## config.mk

```make
export PLATFORM = sky130hd
export DESIGN_NAME = hazard_unit
export DESIGN_NICKNAME = d
export VERILOG_FILES = /design/src/design/cpu_pkg.sv /design/src/design/hazard_unit.sv
export SDC_FILE = /design/constraint.sdc
export NUM_CORES = 1
export LEC_CHECK = 0
export ABC_AREA = 1
export ABC_CLOCK_PERIOD_IN_PS = 1600
export BUFFER_PORTS_ARGS = -buffer_cell sky130_fd_sc_hd__buf_4
export CAP_MARGIN = 20
export CORE_AREA = 2 2 111 113
export DETAILED_ROUTE_END_ITERATION = 8
export DIE_AREA = 0 0 113 115
export PLACE_DENSITY = 0.38
export SLEW_MARGIN = 20
export SYNTH_ARGS = -nofsm -noshare
export SYNTH_HDL_FRONTEND = slang
export SYNTH_SLANG_ARGS = --single-unit
export TNS_END_PERCENT = 30
```

## constraint.sdc

```tcl
create_clock -name vclk -period 1.6
set_clock_uncertainty 0.1 [all_clocks]
set_input_delay 0.08 -clock vclk [all_inputs]
set_output_delay 0.08 -clock vclk [all_outputs]
set_load 0.02 [all_outputs]
```

## src/design/cpu_pkg.sv

```systemverilog
`default_nettype none

package cpu_pkg;

    typedef logic [31:0] word_t;
    typedef logic [4:0]  reg_idx_t;

    typedef enum logic [5:0] {
        op_rtype = 6'h00,
        op_beq   = 6'h04,
        op_addi  = 6'h08,
        op_lw    = 6'h23,
        op_sw    = 6'h2b
    } opcode_e;

    typedef enum logic [5:0] {
        fn_add = 6'h20,
        fn_sub = 6'h22,
        fn_and = 6'h24,
        fn_or  = 6'h25,
        fn_slt = 6'h2a
    } funct_e;

    typedef enum logic [2:0] {
        alu_add,
        alu_sub,
        alu_and,
        alu_or,
        alu_slt
    } alu_op_e;

    typedef struct packed {
        opcode_e  opcode;
        reg_idx_t rs;
        reg_idx_t rt;
        reg_idx_t rd;
        logic [4:0] shamt;
        funct_e   funct;
    } instr_r_t;

    typedef struct packed {
        opcode_e  opcode;
        reg_idx_t rs;
        reg_idx_t rt;
        logic [15:0] imm;
    } instr_i_t;

    // same word, two field layouts
    typedef union packed {
        instr_r_t r;
        instr_i_t i;
    } instr_u;

    typedef enum logic [1:0] {
        fwd_none,
        fwd_mem,
        fwd_wb
    } fwd_sel_e;

    typedef struct packed {
        logic    valid;
        logic    reg_write;
        logic    mem_read;
        logic    mem_write;
        alu_op_e alu_op;
    } ex_ctrl_t;

    typedef struct packed {
        ex_ctrl_t ctrl;
        reg_idx_t rs;
        reg_idx_t rt;
        reg_idx_t dest;
        word_t    operand_a;
        word_t    operand_b;
        word_t    store_data;
    } id_ex_t;

    typedef struct packed {
        ex_ctrl_t ctrl;
        reg_idx_t dest;
        word_t    alu_result;
        word_t    store_data;
    } ex_mem_t;

    typedef struct packed {
        logic     valid;
        logic     reg_write;
        logic     mem_read;
        reg_idx_t dest;
        word_t    alu_result;
        word_t    read_data;
    } mem_wb_t;

    typedef struct packed {
        logic       we;
        logic [9:0] addr;
        word_t      data;
    } prog_write_t;

    typedef struct packed {
        logic     valid;
        reg_idx_t idx;
        word_t    data;
    } wb_trace_t;

endpackage

`default_nettype wire

```

## src/design/hazard_unit.sv

```systemverilog
`timescale 1ns/10ps
`default_nettype none

module hazard_unit import cpu_pkg::*; (
    input  reg_idx_t id_rs,
    input  reg_idx_t id_rt,
    input  logic     id_branch,
    input  logic     id_uses_rt,
    input  id_ex_t   id_ex,
    input  ex_mem_t  ex_mem,
    input  mem_wb_t  mem_wb,
    output logic     stall,
    output fwd_sel_e fwd_a,
    output fwd_sel_e fwd_b,
    output fwd_sel_e fwd_store
);

    logic ex_writes;
    logic mem_writes;
    logic ex_hit;
    logic mem_hit;
    logic load_use;
    logic branch_wait;

    function automatic fwd_sel_e source(reg_idx_t idx, ex_mem_t m, mem_wb_t w);
        if (idx == '0) begin
            return fwd_none;
        end
        if (m.ctrl.valid && m.ctrl.reg_write && m.dest == idx) begin
            return fwd_mem;
        end
        if (w.valid && w.reg_write && w.dest == idx) begin
            return fwd_wb;
        end
        return fwd_none;
    endfunction

    assign ex_writes  = id_ex.ctrl.valid & id_ex.ctrl.reg_write;
    assign mem_writes = ex_mem.ctrl.valid & ex_mem.ctrl.reg_write;

    assign ex_hit  = (id_ex.dest != '0) &
                     ((id_ex.dest == id_rs) | (id_uses_rt & (id_ex.dest == id_rt)));
    assign mem_hit = (ex_mem.dest != '0) &
                     ((ex_mem.dest == id_rs) | (id_uses_rt & (ex_mem.dest == id_rt)));

    assign load_use = ex_writes & id_ex.ctrl.mem_read & ex_hit;

    // the branch compare only sees the register file, so it waits until WB
    assign branch_wait = id_branch & ((ex_writes & ex_hit) | (mem_writes & mem_hit));

    assign stall = load_use | branch_wait;

    // stores take an immediate on operand b, rt goes to store data
    assign fwd_a     = source(id_ex.rs, ex_mem, mem_wb);
    assign fwd_b     = id_ex.ctrl.mem_write ? fwd_none : source(id_ex.rt, ex_mem, mem_wb);
    assign fwd_store = id_ex.ctrl.mem_write ? source(id_ex.rt, ex_mem, mem_wb) : fwd_none;

endmodule

`default_nettype wire

```

# After elaboration in Yosys (flattened, before gate mapping)
# Cells that the tools add are included.
# W data, S select, Z words.
word_totals:
  wordCells: 59
  output_inout_bits: 7
  register_bits: 0
  inputBits: 278
classes:
  n_eq_ne: 8
  bitwise: 15
  mux: 26
  reduce_logical: 10
ops:
  columns: ["op", "count"]
  rows:
  - ["$eq A5 B5 Y1", 8]
  - ["$mux W2", 14]
  - ["$mux W1", 12]
  - ["$and A1 B1 Y1", 11]
  - ["$logic_not A5 Y1", 2]
  - ["$reduce_bool A5 Y1", 2]
  - ["$logic_and A1 B1 Y1", 6]
  - ["$or A1 B1 Y1", 4]

# Depth between registers and ports, before layout
logic_depth:
  ltp_word: 10
  ltp_mapped: 8
  ltp_nobuf: 8

# Least setup slack after synthesis
# Ideal clock, no wire load.
synth_path:
  path_kind: "input port to output port"
  startpoint: "in id_ex[104] in the netlist's numbering"
  endpoint: "out fwd_b[0]"
  stages: 6
  path_slack_ns: 0.516
  t_arrival_ns: 0.904
  path_buffers: 0
  required_time_ns: 1.420
  cell_sequence: "inv_1 nand2_1 o21ai_0 nor2_1 nand3_2 nor3_1"
synth_via:
  elab_chain_len: 9
  elab_cells_between_ends: 17
  cone_classes: "eq/ne (2); mux (12); reduce/logical (3)"
synth_rtl:
  columns: ["item", "line_no", "source"]
  rows:
  - ["from (decl)", "hazard_unit.sv:9", "input id_ex_t id_ex,"]
  - ["$eq A5 B5 Y1", "hazard_unit.sv:32", "if (w.valid && w.reg_write && w.dest == idx) begin"]
  - ["$logic_and A1 B1 Y1", "hazard_unit.sv:32", null]
  - ["$mux W1 (2 in series)", "hazard_unit.sv:32", null]
  - ["$mux W1", "hazard_unit.sv:29", "if (m.ctrl.valid && m.ctrl.reg_write && m.dest == idx) begin"]
  - ["$mux W2", "hazard_unit.sv:35", "return fwd_none;"]
  - ["$mux W2", "hazard_unit.sv:32", null]
  - ["$mux W2 (*)", "hazard_unit.sv:29", null]
  - ["$mux W2 (*)", "hazard_unit.sv:55", "assign fwd_b = id_ex.ctrl.mem_write ? fwd_none : source(id_ex.rt, ex_mem, mem_wb);"]
  - ["to (decl)", "hazard_unit.sv:14", "output fwd_sel_e fwd_b,"]
# Every way passes the cells marked *; elsewhere a longest branch is shown, timed or not. The select of a mux whose other input is x is not followed.

# Worst setup path in the final report
layout_path:
  startpoint: "in id_ex[101] in the netlist's numbering"
  endpoint: "out fwd_b[0]"
# The elaborated chain is that of the path after synthesis.

==> reports/metrics.yaml <==
status: "finished, violations left"
failed_checks: "DRC"
hold_path_depth: 3
setup_tns_ps: 0
die_y_um: 115
area_growth_pct: 71.2
grt-ovfl-total: 0
grtUsageTotal_pct: 5.80
p_per_area_nw_per_um2: 207
power.net_switching_mw: 0.151
synth.area.top_cells: "nand2_1 (42%), inv_1 (15%), nor2_1 (14%)"
period_share_pct: 72.3
ys_types: 15
sw_frac_of_total_pct: 53.0
syn_area_per_cell_sq_um: 4.18
start_util_pct: 6.83
vias: 1233
seq_area_sq_um: 0
design.seq.count: 0
gp_congestion: 0.799
fin_crit_ps: 1160
drv_cap: 0
cts_setup_buffers: 0
hpwl_um: 3480
grt_max_degree: 8
routed_wl_um: 3820
core_area_sq_um: 11800
synth_area_sq_um: 807
critPathLaunch: "id_ex[101]"
cp-endpoint: "fwd_b[0]"
slew_headroom_pct: 83.1
wl_per_cell_um: 9.74
io_buffers: 52
synth.most_common_cell: "nand2_1"
netlist.area_leader.share_pct: 42.3
synth_top_area_cell: "nand2_1"
worst_setup_path_end_kind: "output pin"
grt_pass1_vias: 1226
row_count: 40
fin_area_sq_um: 1380
ctsResizeCount: 0
final_max_slew_viol_count: 0
crit_fanout: 3
fmax_mhz: 864
synth_fp_nets: 471
antennaDiodeCount: 0
ys_seq_area_share_pct: 0
crit_arrival_ps: 980
p_leak_nw: 0.821
io_pins: 285
rsz0062_at_grt: "no"
tightest_slew_ps: 252
finalHoldViolations: 0
crit_type: "in2out"
startpoint_type: "input port"
ant_nets: 0
n_clock_buffer: 0
p_comb_share_pct: 100.0
cell_internal_pwr_mw: 0.134
drc: 5
worstHoldPathType: "in2out"
timing.critical_path.required_ps: 1420
ir_drop_mv: 0.0525
setup_viol: 0
power_frac_clock_pct: 0
grt_pass1_wl_um: 6180
die_area_sq_um: 13000
die_x_um: 113
placed_cell_area_sq_um: 1380
drtPass1Iterations: 6
antenna_found_initial: 0
vias_per_cell: 3.15
drtIter0Drc: 72
yosys_warnings: 0
netlist_instances: 193
synth_commonest_cells: "nand2_1 (91), inv_1 (33), nor2_1 (30)"
seqPwrFrac_pct: 0
postCtsHoldBufs: 0
drive_gt1_share_pct: 24.5
num-nets-final: 525
fillers: 1435
-- worst min-delay path by stage --
stage,from,to,slack (ps)
2_1_floorplan,id_ex[114],fwd_b[1],140
6_report,id_ex[114],fwd_b[1],330
3_3_place_gp,id_ex[114],fwd_b[1],330
4_1_cts,id_ex[114],fwd_b[1],340
5_1_grt,id_ex[114],fwd_b[1],350
3_5_place_dp,id_ex[114],fwd_b[1],340
-- through the flow --
stage                     util, %  hold slack (ps)  std cells  setup WS (ps)  power [mW]
final                        11.7              335        392            442       0.286
after global routing         11.7              351        392            265       0.329
after CTS                    11.7              338        392            427       0.290
after detailed placement     11.7              338        392            424       0.289
after global placement       11.7              331        392            448       0.290
after floorplan                 -              140        193            516       0.132
-- cells in the final DEF, fill, tap and decap left out --
| master | instances |
|---|---|
| a21oi_1 | 2 |
| buf_4 | 52 |
| inv_1 | 33 |
| inv_2 | 5 |
| nand2_1 | 91 |
| nand3_1 | 8 |
| nand3_2 | 1 |
| nand4_1 | 6 |
| nor2_1 | 30 |
| nor2_2 | 1 |
| nor3_1 | 4 |
| o21ai_0 | 4 |
| o21ai_1 | 1 |
| o21ai_2 | 1 |
| xnor2_1 | 5 |
| xor2_1 | 1 |
-- kinds of logic after synthesis --
group | synth area share, %
xor gates and xnor gates | 6.51
and+or+nand+nor | 70.4
AOI/OAI and AO/OA | 5.43
buffers and inverters | 17.7
-- worst max-delay path, cell delays in order --
cell     delay (ps)
buf_4           120
inv_1           100
o21ai_0          80
nor2_1          130
nand3_2         120
nor3_1          170
buf_4           170
-- power groups by stage --
stage / Combinational [mW] / Clock, mW / Sequential (mW)
finish: 0.286 / 0 / 0
global route: 0.329 / 0 / 0
CTS: 0.290 / 0 / 0
detailed placement: 0.289 / 0 / 0
global placement: 0.290 / 0 / 0
floorplan: 0.132 / 0 / 0
-- layer usage --
layer	routed length, um	track usage, %	up-vias
met5	0	0	-
li1	-	-	685
met3	251	0.580	0
met1	1930	8.63	508
met4	0	0	0
met2	1630	9.66	40
-- final cells by class --
| cell class | instances | area [sq um] | area share (%) |
|---|---|---|---|
| Tap cell | 147 | 184 | 13.3 |
| Timing Repair Buffer | 52 | 390 | 28.3 |
| Multi-Input combinational cell | 155 | 664 | 48.1 |
| Inverter | 38 | 143 | 10.3 |
No activity file was read; power rests on OpenSTA's default activity.
