## src/design/cpu_pkg.sv

```systemverilog
`default_nettype none

package cpu_pkg;

    typedef logic [31:0] word_t;
    typedef logic [4:0]  reg_idx_t;

    typedef enum logic [5:0] {
        op_rtype = 6'h00,
        op_beq   = 6'h04,
        op_addi  = 6'h08,
        op_lw    = 6'h23,
        op_sw    = 6'h2b
    } opcode_e;

    typedef enum logic [5:0] {
        fn_add = 6'h20,
        fn_sub = 6'h22,
        fn_and = 6'h24,
        fn_or  = 6'h25,
        fn_slt = 6'h2a
    } funct_e;

    typedef enum logic [2:0] {
        alu_add,
        alu_sub,
        alu_and,
        alu_or,
        alu_slt
    } alu_op_e;

    typedef struct packed {
        opcode_e  opcode;
        reg_idx_t rs;
        reg_idx_t rt;
        reg_idx_t rd;
        logic [4:0] shamt;
        funct_e   funct;
    } instr_r_t;

    typedef struct packed {
        opcode_e  opcode;
        reg_idx_t rs;
        reg_idx_t rt;
        logic [15:0] imm;
    } instr_i_t;

    // same word, two field layouts
    typedef union packed {
        instr_r_t r;
        instr_i_t i;
    } instr_u;

    typedef enum logic [1:0] {
        fwd_none,
        fwd_mem,
        fwd_wb
    } fwd_sel_e;

    typedef struct packed {
        logic    valid;
        logic    reg_write;
        logic    mem_read;
        logic    mem_write;
        alu_op_e alu_op;
    } ex_ctrl_t;

    typedef struct packed {
        ex_ctrl_t ctrl;
        reg_idx_t rs;
        reg_idx_t rt;
        reg_idx_t dest;
        word_t    operand_a;
        word_t    operand_b;
        word_t    store_data;
    } id_ex_t;

    typedef struct packed {
        ex_ctrl_t ctrl;
        reg_idx_t dest;
        word_t    alu_result;
        word_t    store_data;
    } ex_mem_t;

    typedef struct packed {
        logic     valid;
        logic     reg_write;
        logic     mem_read;
        reg_idx_t dest;
        word_t    alu_result;
        word_t    read_data;
    } mem_wb_t;

    typedef struct packed {
        logic       we;
        logic [9:0] addr;
        word_t      data;
    } prog_write_t;

    typedef struct packed {
        logic     valid;
        reg_idx_t idx;
        word_t    data;
    } wb_trace_t;

endpackage

`default_nettype wire

```

## src/design/execute_unit.sv

```systemverilog
`timescale 1ns/10ps
`default_nettype none

module execute_unit import cpu_pkg::*; (
    input  logic     clk,
    input  logic     rst_n,
    input  logic     run,
    input  id_ex_t   id_ex,
    input  fwd_sel_e fwd_a,
    input  fwd_sel_e fwd_b,
    input  fwd_sel_e fwd_store,
    input  word_t    wb_data,
    output ex_mem_t  ex_mem
);

    word_t op_a;
    word_t op_b;
    word_t st_data;
    word_t result;

    function automatic word_t pick(fwd_sel_e sel, word_t held, word_t mem_val, word_t wb_val);
        case (sel)
            fwd_mem: return mem_val;
            fwd_wb:  return wb_val;
            default: return held;
        endcase
    endfunction

    assign op_a    = pick(fwd_a, id_ex.operand_a, ex_mem.alu_result, wb_data);
    assign op_b    = pick(fwd_b, id_ex.operand_b, ex_mem.alu_result, wb_data);
    assign st_data = pick(fwd_store, id_ex.store_data, ex_mem.alu_result, wb_data);

    always_comb begin
        case (id_ex.ctrl.alu_op)
            alu_sub: result = op_a - op_b;
            alu_and: result = op_a & op_b;
            alu_or:  result = op_a | op_b;
            alu_slt: result = ($signed(op_a) < $signed(op_b)) ? 32'd1 : 32'd0;
            default: result = op_a + op_b;
        endcase
    end

    always_ff @(posedge clk) begin
        ex_mem.dest       <= id_ex.dest;
        ex_mem.alu_result <= result;
        ex_mem.store_data <= st_data;

        if (!rst_n || !run) begin
            ex_mem.ctrl <= '0;
        end else begin
            ex_mem.ctrl <= id_ex.ctrl;
        end
    end

endmodule

`default_nettype wire

```

## config.mk

```make
export PLATFORM = sky130hd
export DESIGN_NAME = execute_unit
export DESIGN_NICKNAME = d
export VERILOG_FILES = /design/src/design/cpu_pkg.sv /design/src/design/execute_unit.sv
export SDC_FILE = /design/constraint.sdc
export NUM_CORES = 1
export LEC_CHECK = 0
export BUFFER_PORTS_ARGS = -buffer_cell sky130_fd_sc_hd__buf_2
export CAP_MARGIN = 20
export CORE_ASPECT_RATIO = 1.2
export CORE_UTILIZATION = 29
export DETAILED_ROUTE_END_ITERATION = 12
export PLACE_DENSITY = 0.54
export SKIP_LAST_GASP = 1
export SYNTH_ARGS = -nofsm -noshare
export SYNTH_HDL_FRONTEND = slang
export SYNTH_SLANG_ARGS = --single-unit
```

## constraint.sdc

```tcl
create_clock -name clk -period 11.3 [get_ports clk]
set_input_delay 0.565 -clock clk [delete_from_list [all_inputs] [get_ports clk]]
set_output_delay 0.565 -clock clk [all_outputs]
set_load 0.01 [all_outputs]
```

* Word-level counts from Yosys, hierarchy flattened *
Index checks and enable logic that the tools add are counted.

operators by class
  reductions and logical operators = 3
  $add $sub $neg = 2
  bitwise logic cells = 2
  muxes and demuxes = 5
  eq/ne operators = 10
  magnitude comparators = 1

operator list
  kind                number
  $pmux 32 s2         3
  $pmux 32 s4         1
  $add 32x32->32      1
  $and 32x32->32      1
  $lt 32x32->1        1
  $or 32x32->32       1
  $sub 32x32->32      1
  $eq 2x1->1 const B  3
  $eq 2x2->1 const B  3
  $eq 3x2->1 const B  2
  $eq 3x1->1 const B  1
  $eq 3x3->1 const B  1
  $logic_not 1->1     2
  $logic_or 1x1->1    1
  $mux 1              1

word-level totals
  bits in registers = 76
  output and inout port bits = 76
  input port bits = 159
  logic and storage cells = 31

* Depth between registers and ports, before layout *
  depth in word-level cells = 5
  gate-level depth with buffers = 18
  mapped depth without buffers = 16

* Least setup slack after synthesis *
No wires, ideal clock.

  path kind = in2reg
  from = input fwd_a[0]
  to = register ex_mem[62] in the netlist's numbering
  arrival = 3987 ps
  path buffers = 2
  stages = 18
  setup time = 122 ps
  setup slack = 7192 ps
  data required time = 11178 ps
  path through = inv_1 > ha_1 > clkbuf_1 > clkbuf_1 > nand2_1 > o21ai_0 > inv_1 > ha_1 > fa_1 > o21bai_1 > a211oi_2 > o211ai_2 > nand3_2 > a211oi_2 > nor3_2 > o311ai_2 > o221ai_1 > a221o_1

between the ends
  cells in the longest elaborated chain, start to end = 4
  elaborated cells between the ends (all ways) = 8
  those cells by class = 2 x add/sub; 2 x eq/ne; 2 x mux; 2 x bitwise

RTL lines
  what                                      RTL line            source
  from (decl)                               execute_unit.sv:9   input fwd_sel_e fwd_a,
  $eq 2x2->1 or $eq 2x1->1 (tied branches)  execute_unit.sv:22  case (sel)
  $pmux 32 s2 *                             execute_unit.sv:22
  $add 32x32->32 (tied with other cells)    execute_unit.sv:39  default: result = op_a + op_b;
  $pmux 32 s4 *                             execute_unit.sv:34  case (id_ex.ctrl.alu_op)
  net result[30]                            execute_unit.sv:19  word_t result;
  to (decl)                                 execute_unit.sv:13  output ex_mem_t ex_mem

The timed path passes the listed nets; every way through them passes the cells marked *.
A chain may end at the register's enable or synchronous reset.

* Worst setup path after layout *
Same ends and word-level chain as after synthesis.

==> results.md <==
- Met2 wire length: 15.9 mm
- CP Data Required Time: between 10 and 15 ns
- Worst setup path class: in2reg
- Total Routing Usage GR: 22.8%
- Fin crit period: 4.76 ns
- Worst slack, placed: between 6 and 7 ns
- Yosys reg bits: between 70 and 80
- Grt ovf: 0
- Diode count: 0
- Routed Antenna Nets: 0
- CP arrival: 5.00 ns
- First-pass GRT wire length: about 52 mm
- Pin count of the biggest net entering global routing: 65
- P&R area growth vs syn: 20.4%
- Seq/Total Area, Yosys: between 10% and 20%
- Max_cap viols: 0
- CTS Hold Bufs: 0
- Setup TNS: 0 ns
- Highest routed layer: met4
- Area of the mapped netlist: ~0.0084 mm²
- Die X: 158 µm
- Leak: between 4 and 5 nW
- DRC violations left: 0
- Core region area: 0.0287 mm²
- Asr flop ratio synth: 0%
- FF+latch area: 0.00152 mm²
- Clock Skews: 0.0193 ns
- Min-Delay Path Class: in2reg
- Synthesized Nets: roughly 1400
- Top-level I/O count: 235
- Post-DR vias/cell: 5.57
- Clock root cell: clkbuf_16
- Initial DRC Count: 1023
- WL/cell: 19.9 µm
- Post-synth top flop: dfxtp_1
- Met1 WL: 15.3 mm
- Relative slew slack: 30.0%
- Synth Instances: 1181
- Max clock buf depth: 2
- Post-synth EDFFs: 0
- Worst Tran Pin Value: around 1.0 ns
- H-tree levels: 3
- Peak Freq: 210 MHz
- WL met3: 2.62 mm
- Row Count: a little under 70
- Area of the multi-input gates: 0.00619 mm²
- Syn_area_per_cell: 7.13 µm²
- Final nets: 1607
- Die height: 189 µm
- PwrDens: 150 mW/mm²
- Latest clock arrival within the worst-skew pair: 0.36 ns
- Final slew viol count: 0
- Clock sink total: 76
- Hold Crit Start: id_ex[96]
- CTS tree: built
- Resized cells post-CTS: 0
- Final Cycle Share: 42.1%
- Port Buf Inserts: 224
- Total CTS buffers: 9
- # Post-CTS Setup Buffers: 0
- Worst Setup SP: fwd_a[0]
- Clk pin slew, worst setup/hold paths: 0.07 ns
- Final worst slack: 6.54 ns
- Finish-stage setup viols: 0
- Final Hold Fails: 0
- Startpoint Class: input port
- Vias: ~9700
- Max reg flops: 76
- Final HPWL DP: 25.6 mm
- Fillers: 3107
- Largest register by flop count: ex_mem
- Antenna violations before repair: 0
- Vias in the first global route: ~9000
- DR pass1 iterations: 8
- CP Max Fanout: 32
- Ys Warns: 0
- Element type at the critical path end: flop
- Status: complete, no violations
- Worst vdd ir: 74.3 µV
- GPL Wtd Cong: 0.937
- Die ar.: between 0.02 and 0.03 mm²
- Largest regs: ex_mem (76)
- RSZ-0062 raised after global routing: false
- Starting density of the core: between 20% and 30%
- Post-synth cell types: 81
- Final WL: 34.5 mm
- Share of cells above drive strength 1: roughly 21%
- FF-to-FF Start: ex_mem[33]
==> cells in the final DEF, fill, tap and decap left out, types with 8 or more instances in the layout <==
cell type,n
and3_1,11
nand3_1,16
o21ai_0,140
nand2b_1,16
a21oi_1,68
inv_1,111
buf_4,9
o31ai_1,8
nand2_1,144
o211ai_1,15
o21bai_1,18
a22oi_1,104
o221ai_1,17
nor2_1,70
ha_1,98
a21o_1,15
buf_2,224
nor3_1,12
a221o_1,24
dfxtp_1,76
o22ai_1,8
clkbuf_16,9
nor2b_1,9
==> metal layers <==
metal / vias up / global-route usage (%)
met2: 442 / 37.0
met5: - / 0
li1: 4610 / -
met4: 0 / 7.17
met1: 4559 / 30.3
met3: 48 / 3.79
==> through the flow <==
| stage | hold slack [ns] | power [W] | cells | instance area (µm²) | utilization, % |
|---|---|---|---|---|---|
| after floorplan | 0.593 | 0.000922 | 1181 | 8430 | - |
| after global placement | 0.574 | 0.00119 | 1717 | 9810 | 34.2 |
| after detailed placement | 0.589 | 0.00119 | 1717 | 9810 | 34.2 |
| after CTS | 0.302 | 0.00151 | 1733 | 10100 | 35.3 |
| after global routing | 0.308 | 0.00162 | 1734 | 10100 | 35.4 |
| final | 0.316 | 0.00152 | 1734 | 10100 | 35.4 |
==> synthesized netlist by cell type (3+ instances only) <==
library cell,count,area (µm²)
nand2_1,144,541
o21ai_0,140,701
inv_1,111,417
a22oi_1,104,781
ha_1,102,1280
dfxtp_1,76,1520
nor2_1,70,263
a21oi_1,68,340
clkbuf_1,68,255
a221o_1,24,240
o21bai_1,18,135
o221ai_1,17,149
nand2b_1,16,100
nand3_1,16,80.1
a21o_1,15,113
o211ai_1,15,113
nor3_1,12,60.1
and3_1,11,68.8
nor2b_1,9,56.3
o22ai_1,8,50.1
o31ai_1,8,60.1
buf_2,7,35.0
a211oi_1,6,45.0
a31oi_1,6,37.5
nand4_1,6,37.5
o21a_1,6,45.0
a211o_1,5,43.8
a21boi_0,4,30.0
mux2i_1,4,40.0
o31a_1,4,35.0
a211oi_2,3,37.5
a21oi_2,3,26.3
a311oi_1,3,26.3
a31o_2,3,26.3
buf_1,3,11.3
inv_2,3,11.3
or2_2,3,18.8
or3_1,3,18.8
or4_1,3,22.5
xnor2_1,3,26.3
==> worst max-delay path, stage by stage <==
cell      delay, ns
buf_2          0.11
inv_1          0.06
ha_2           0.15
buf_4          0.40
a22oi_1        0.16
o21ai_0        0.62
inv_1          0.23
fa_1           0.48
o21bai_1       0.24
a211oi_2       0.13
o211ai_2       0.22
nand3_2        0.11
a211oi_2       0.40
nor3_2         0.17
o311ai_2       0.40
o221ai_1       0.16
a221o_1        0.36
==> kinds of logic after synthesis <==
logic type	share of synthesized area (%)
multiplexers	0.609
XOR/XNOR	0.416
flip-flops	18.1
AO/OA/AOI/OAI	40.0
buffers and inverters	9.07
adder cells (fa/ha/maj)	15.6
AND/OR/NAND/NOR	16.2
==> area by class of cell <==
type / instances / share of cell area (%)
Multi-Input combinational cell: 909 / 61.1
Clock inverter: 5 / 0.592
Tap cell: 385 / 4.75
Timing Repair Buffer: 234 / 12.0
Clock buffer: 11 / 2.39
Sequential cell: 76 / 15.0
Inverter: 114 / 4.22
==> path summary, 6_finish.rpt <==
kind / to / cells past startpoint / slack, ns
max reg2reg: ex_mem[62] / 13 / 7.13
min: ex_mem[64] / 1 / 0.32
max: ex_mem[62] / 17 / 6.54
min reg2reg: ex_mem[31] / 2 / 0.61
==> report_power, final <==
| part | internal [W] | switching (W) | total, W | leakage, nW |
|---|---|---|---|---|
| Combinational | 0.000305 | 0.000514 | 0.000820 | 3.89 |
| Sequential | 0.000329 | 0.0000554 | 0.000384 | 0.638 |
| Clock | 0.000178 | 0.000134 | 0.000313 | 0.146 |
No activity file was read; power rests on OpenSTA's default activity.
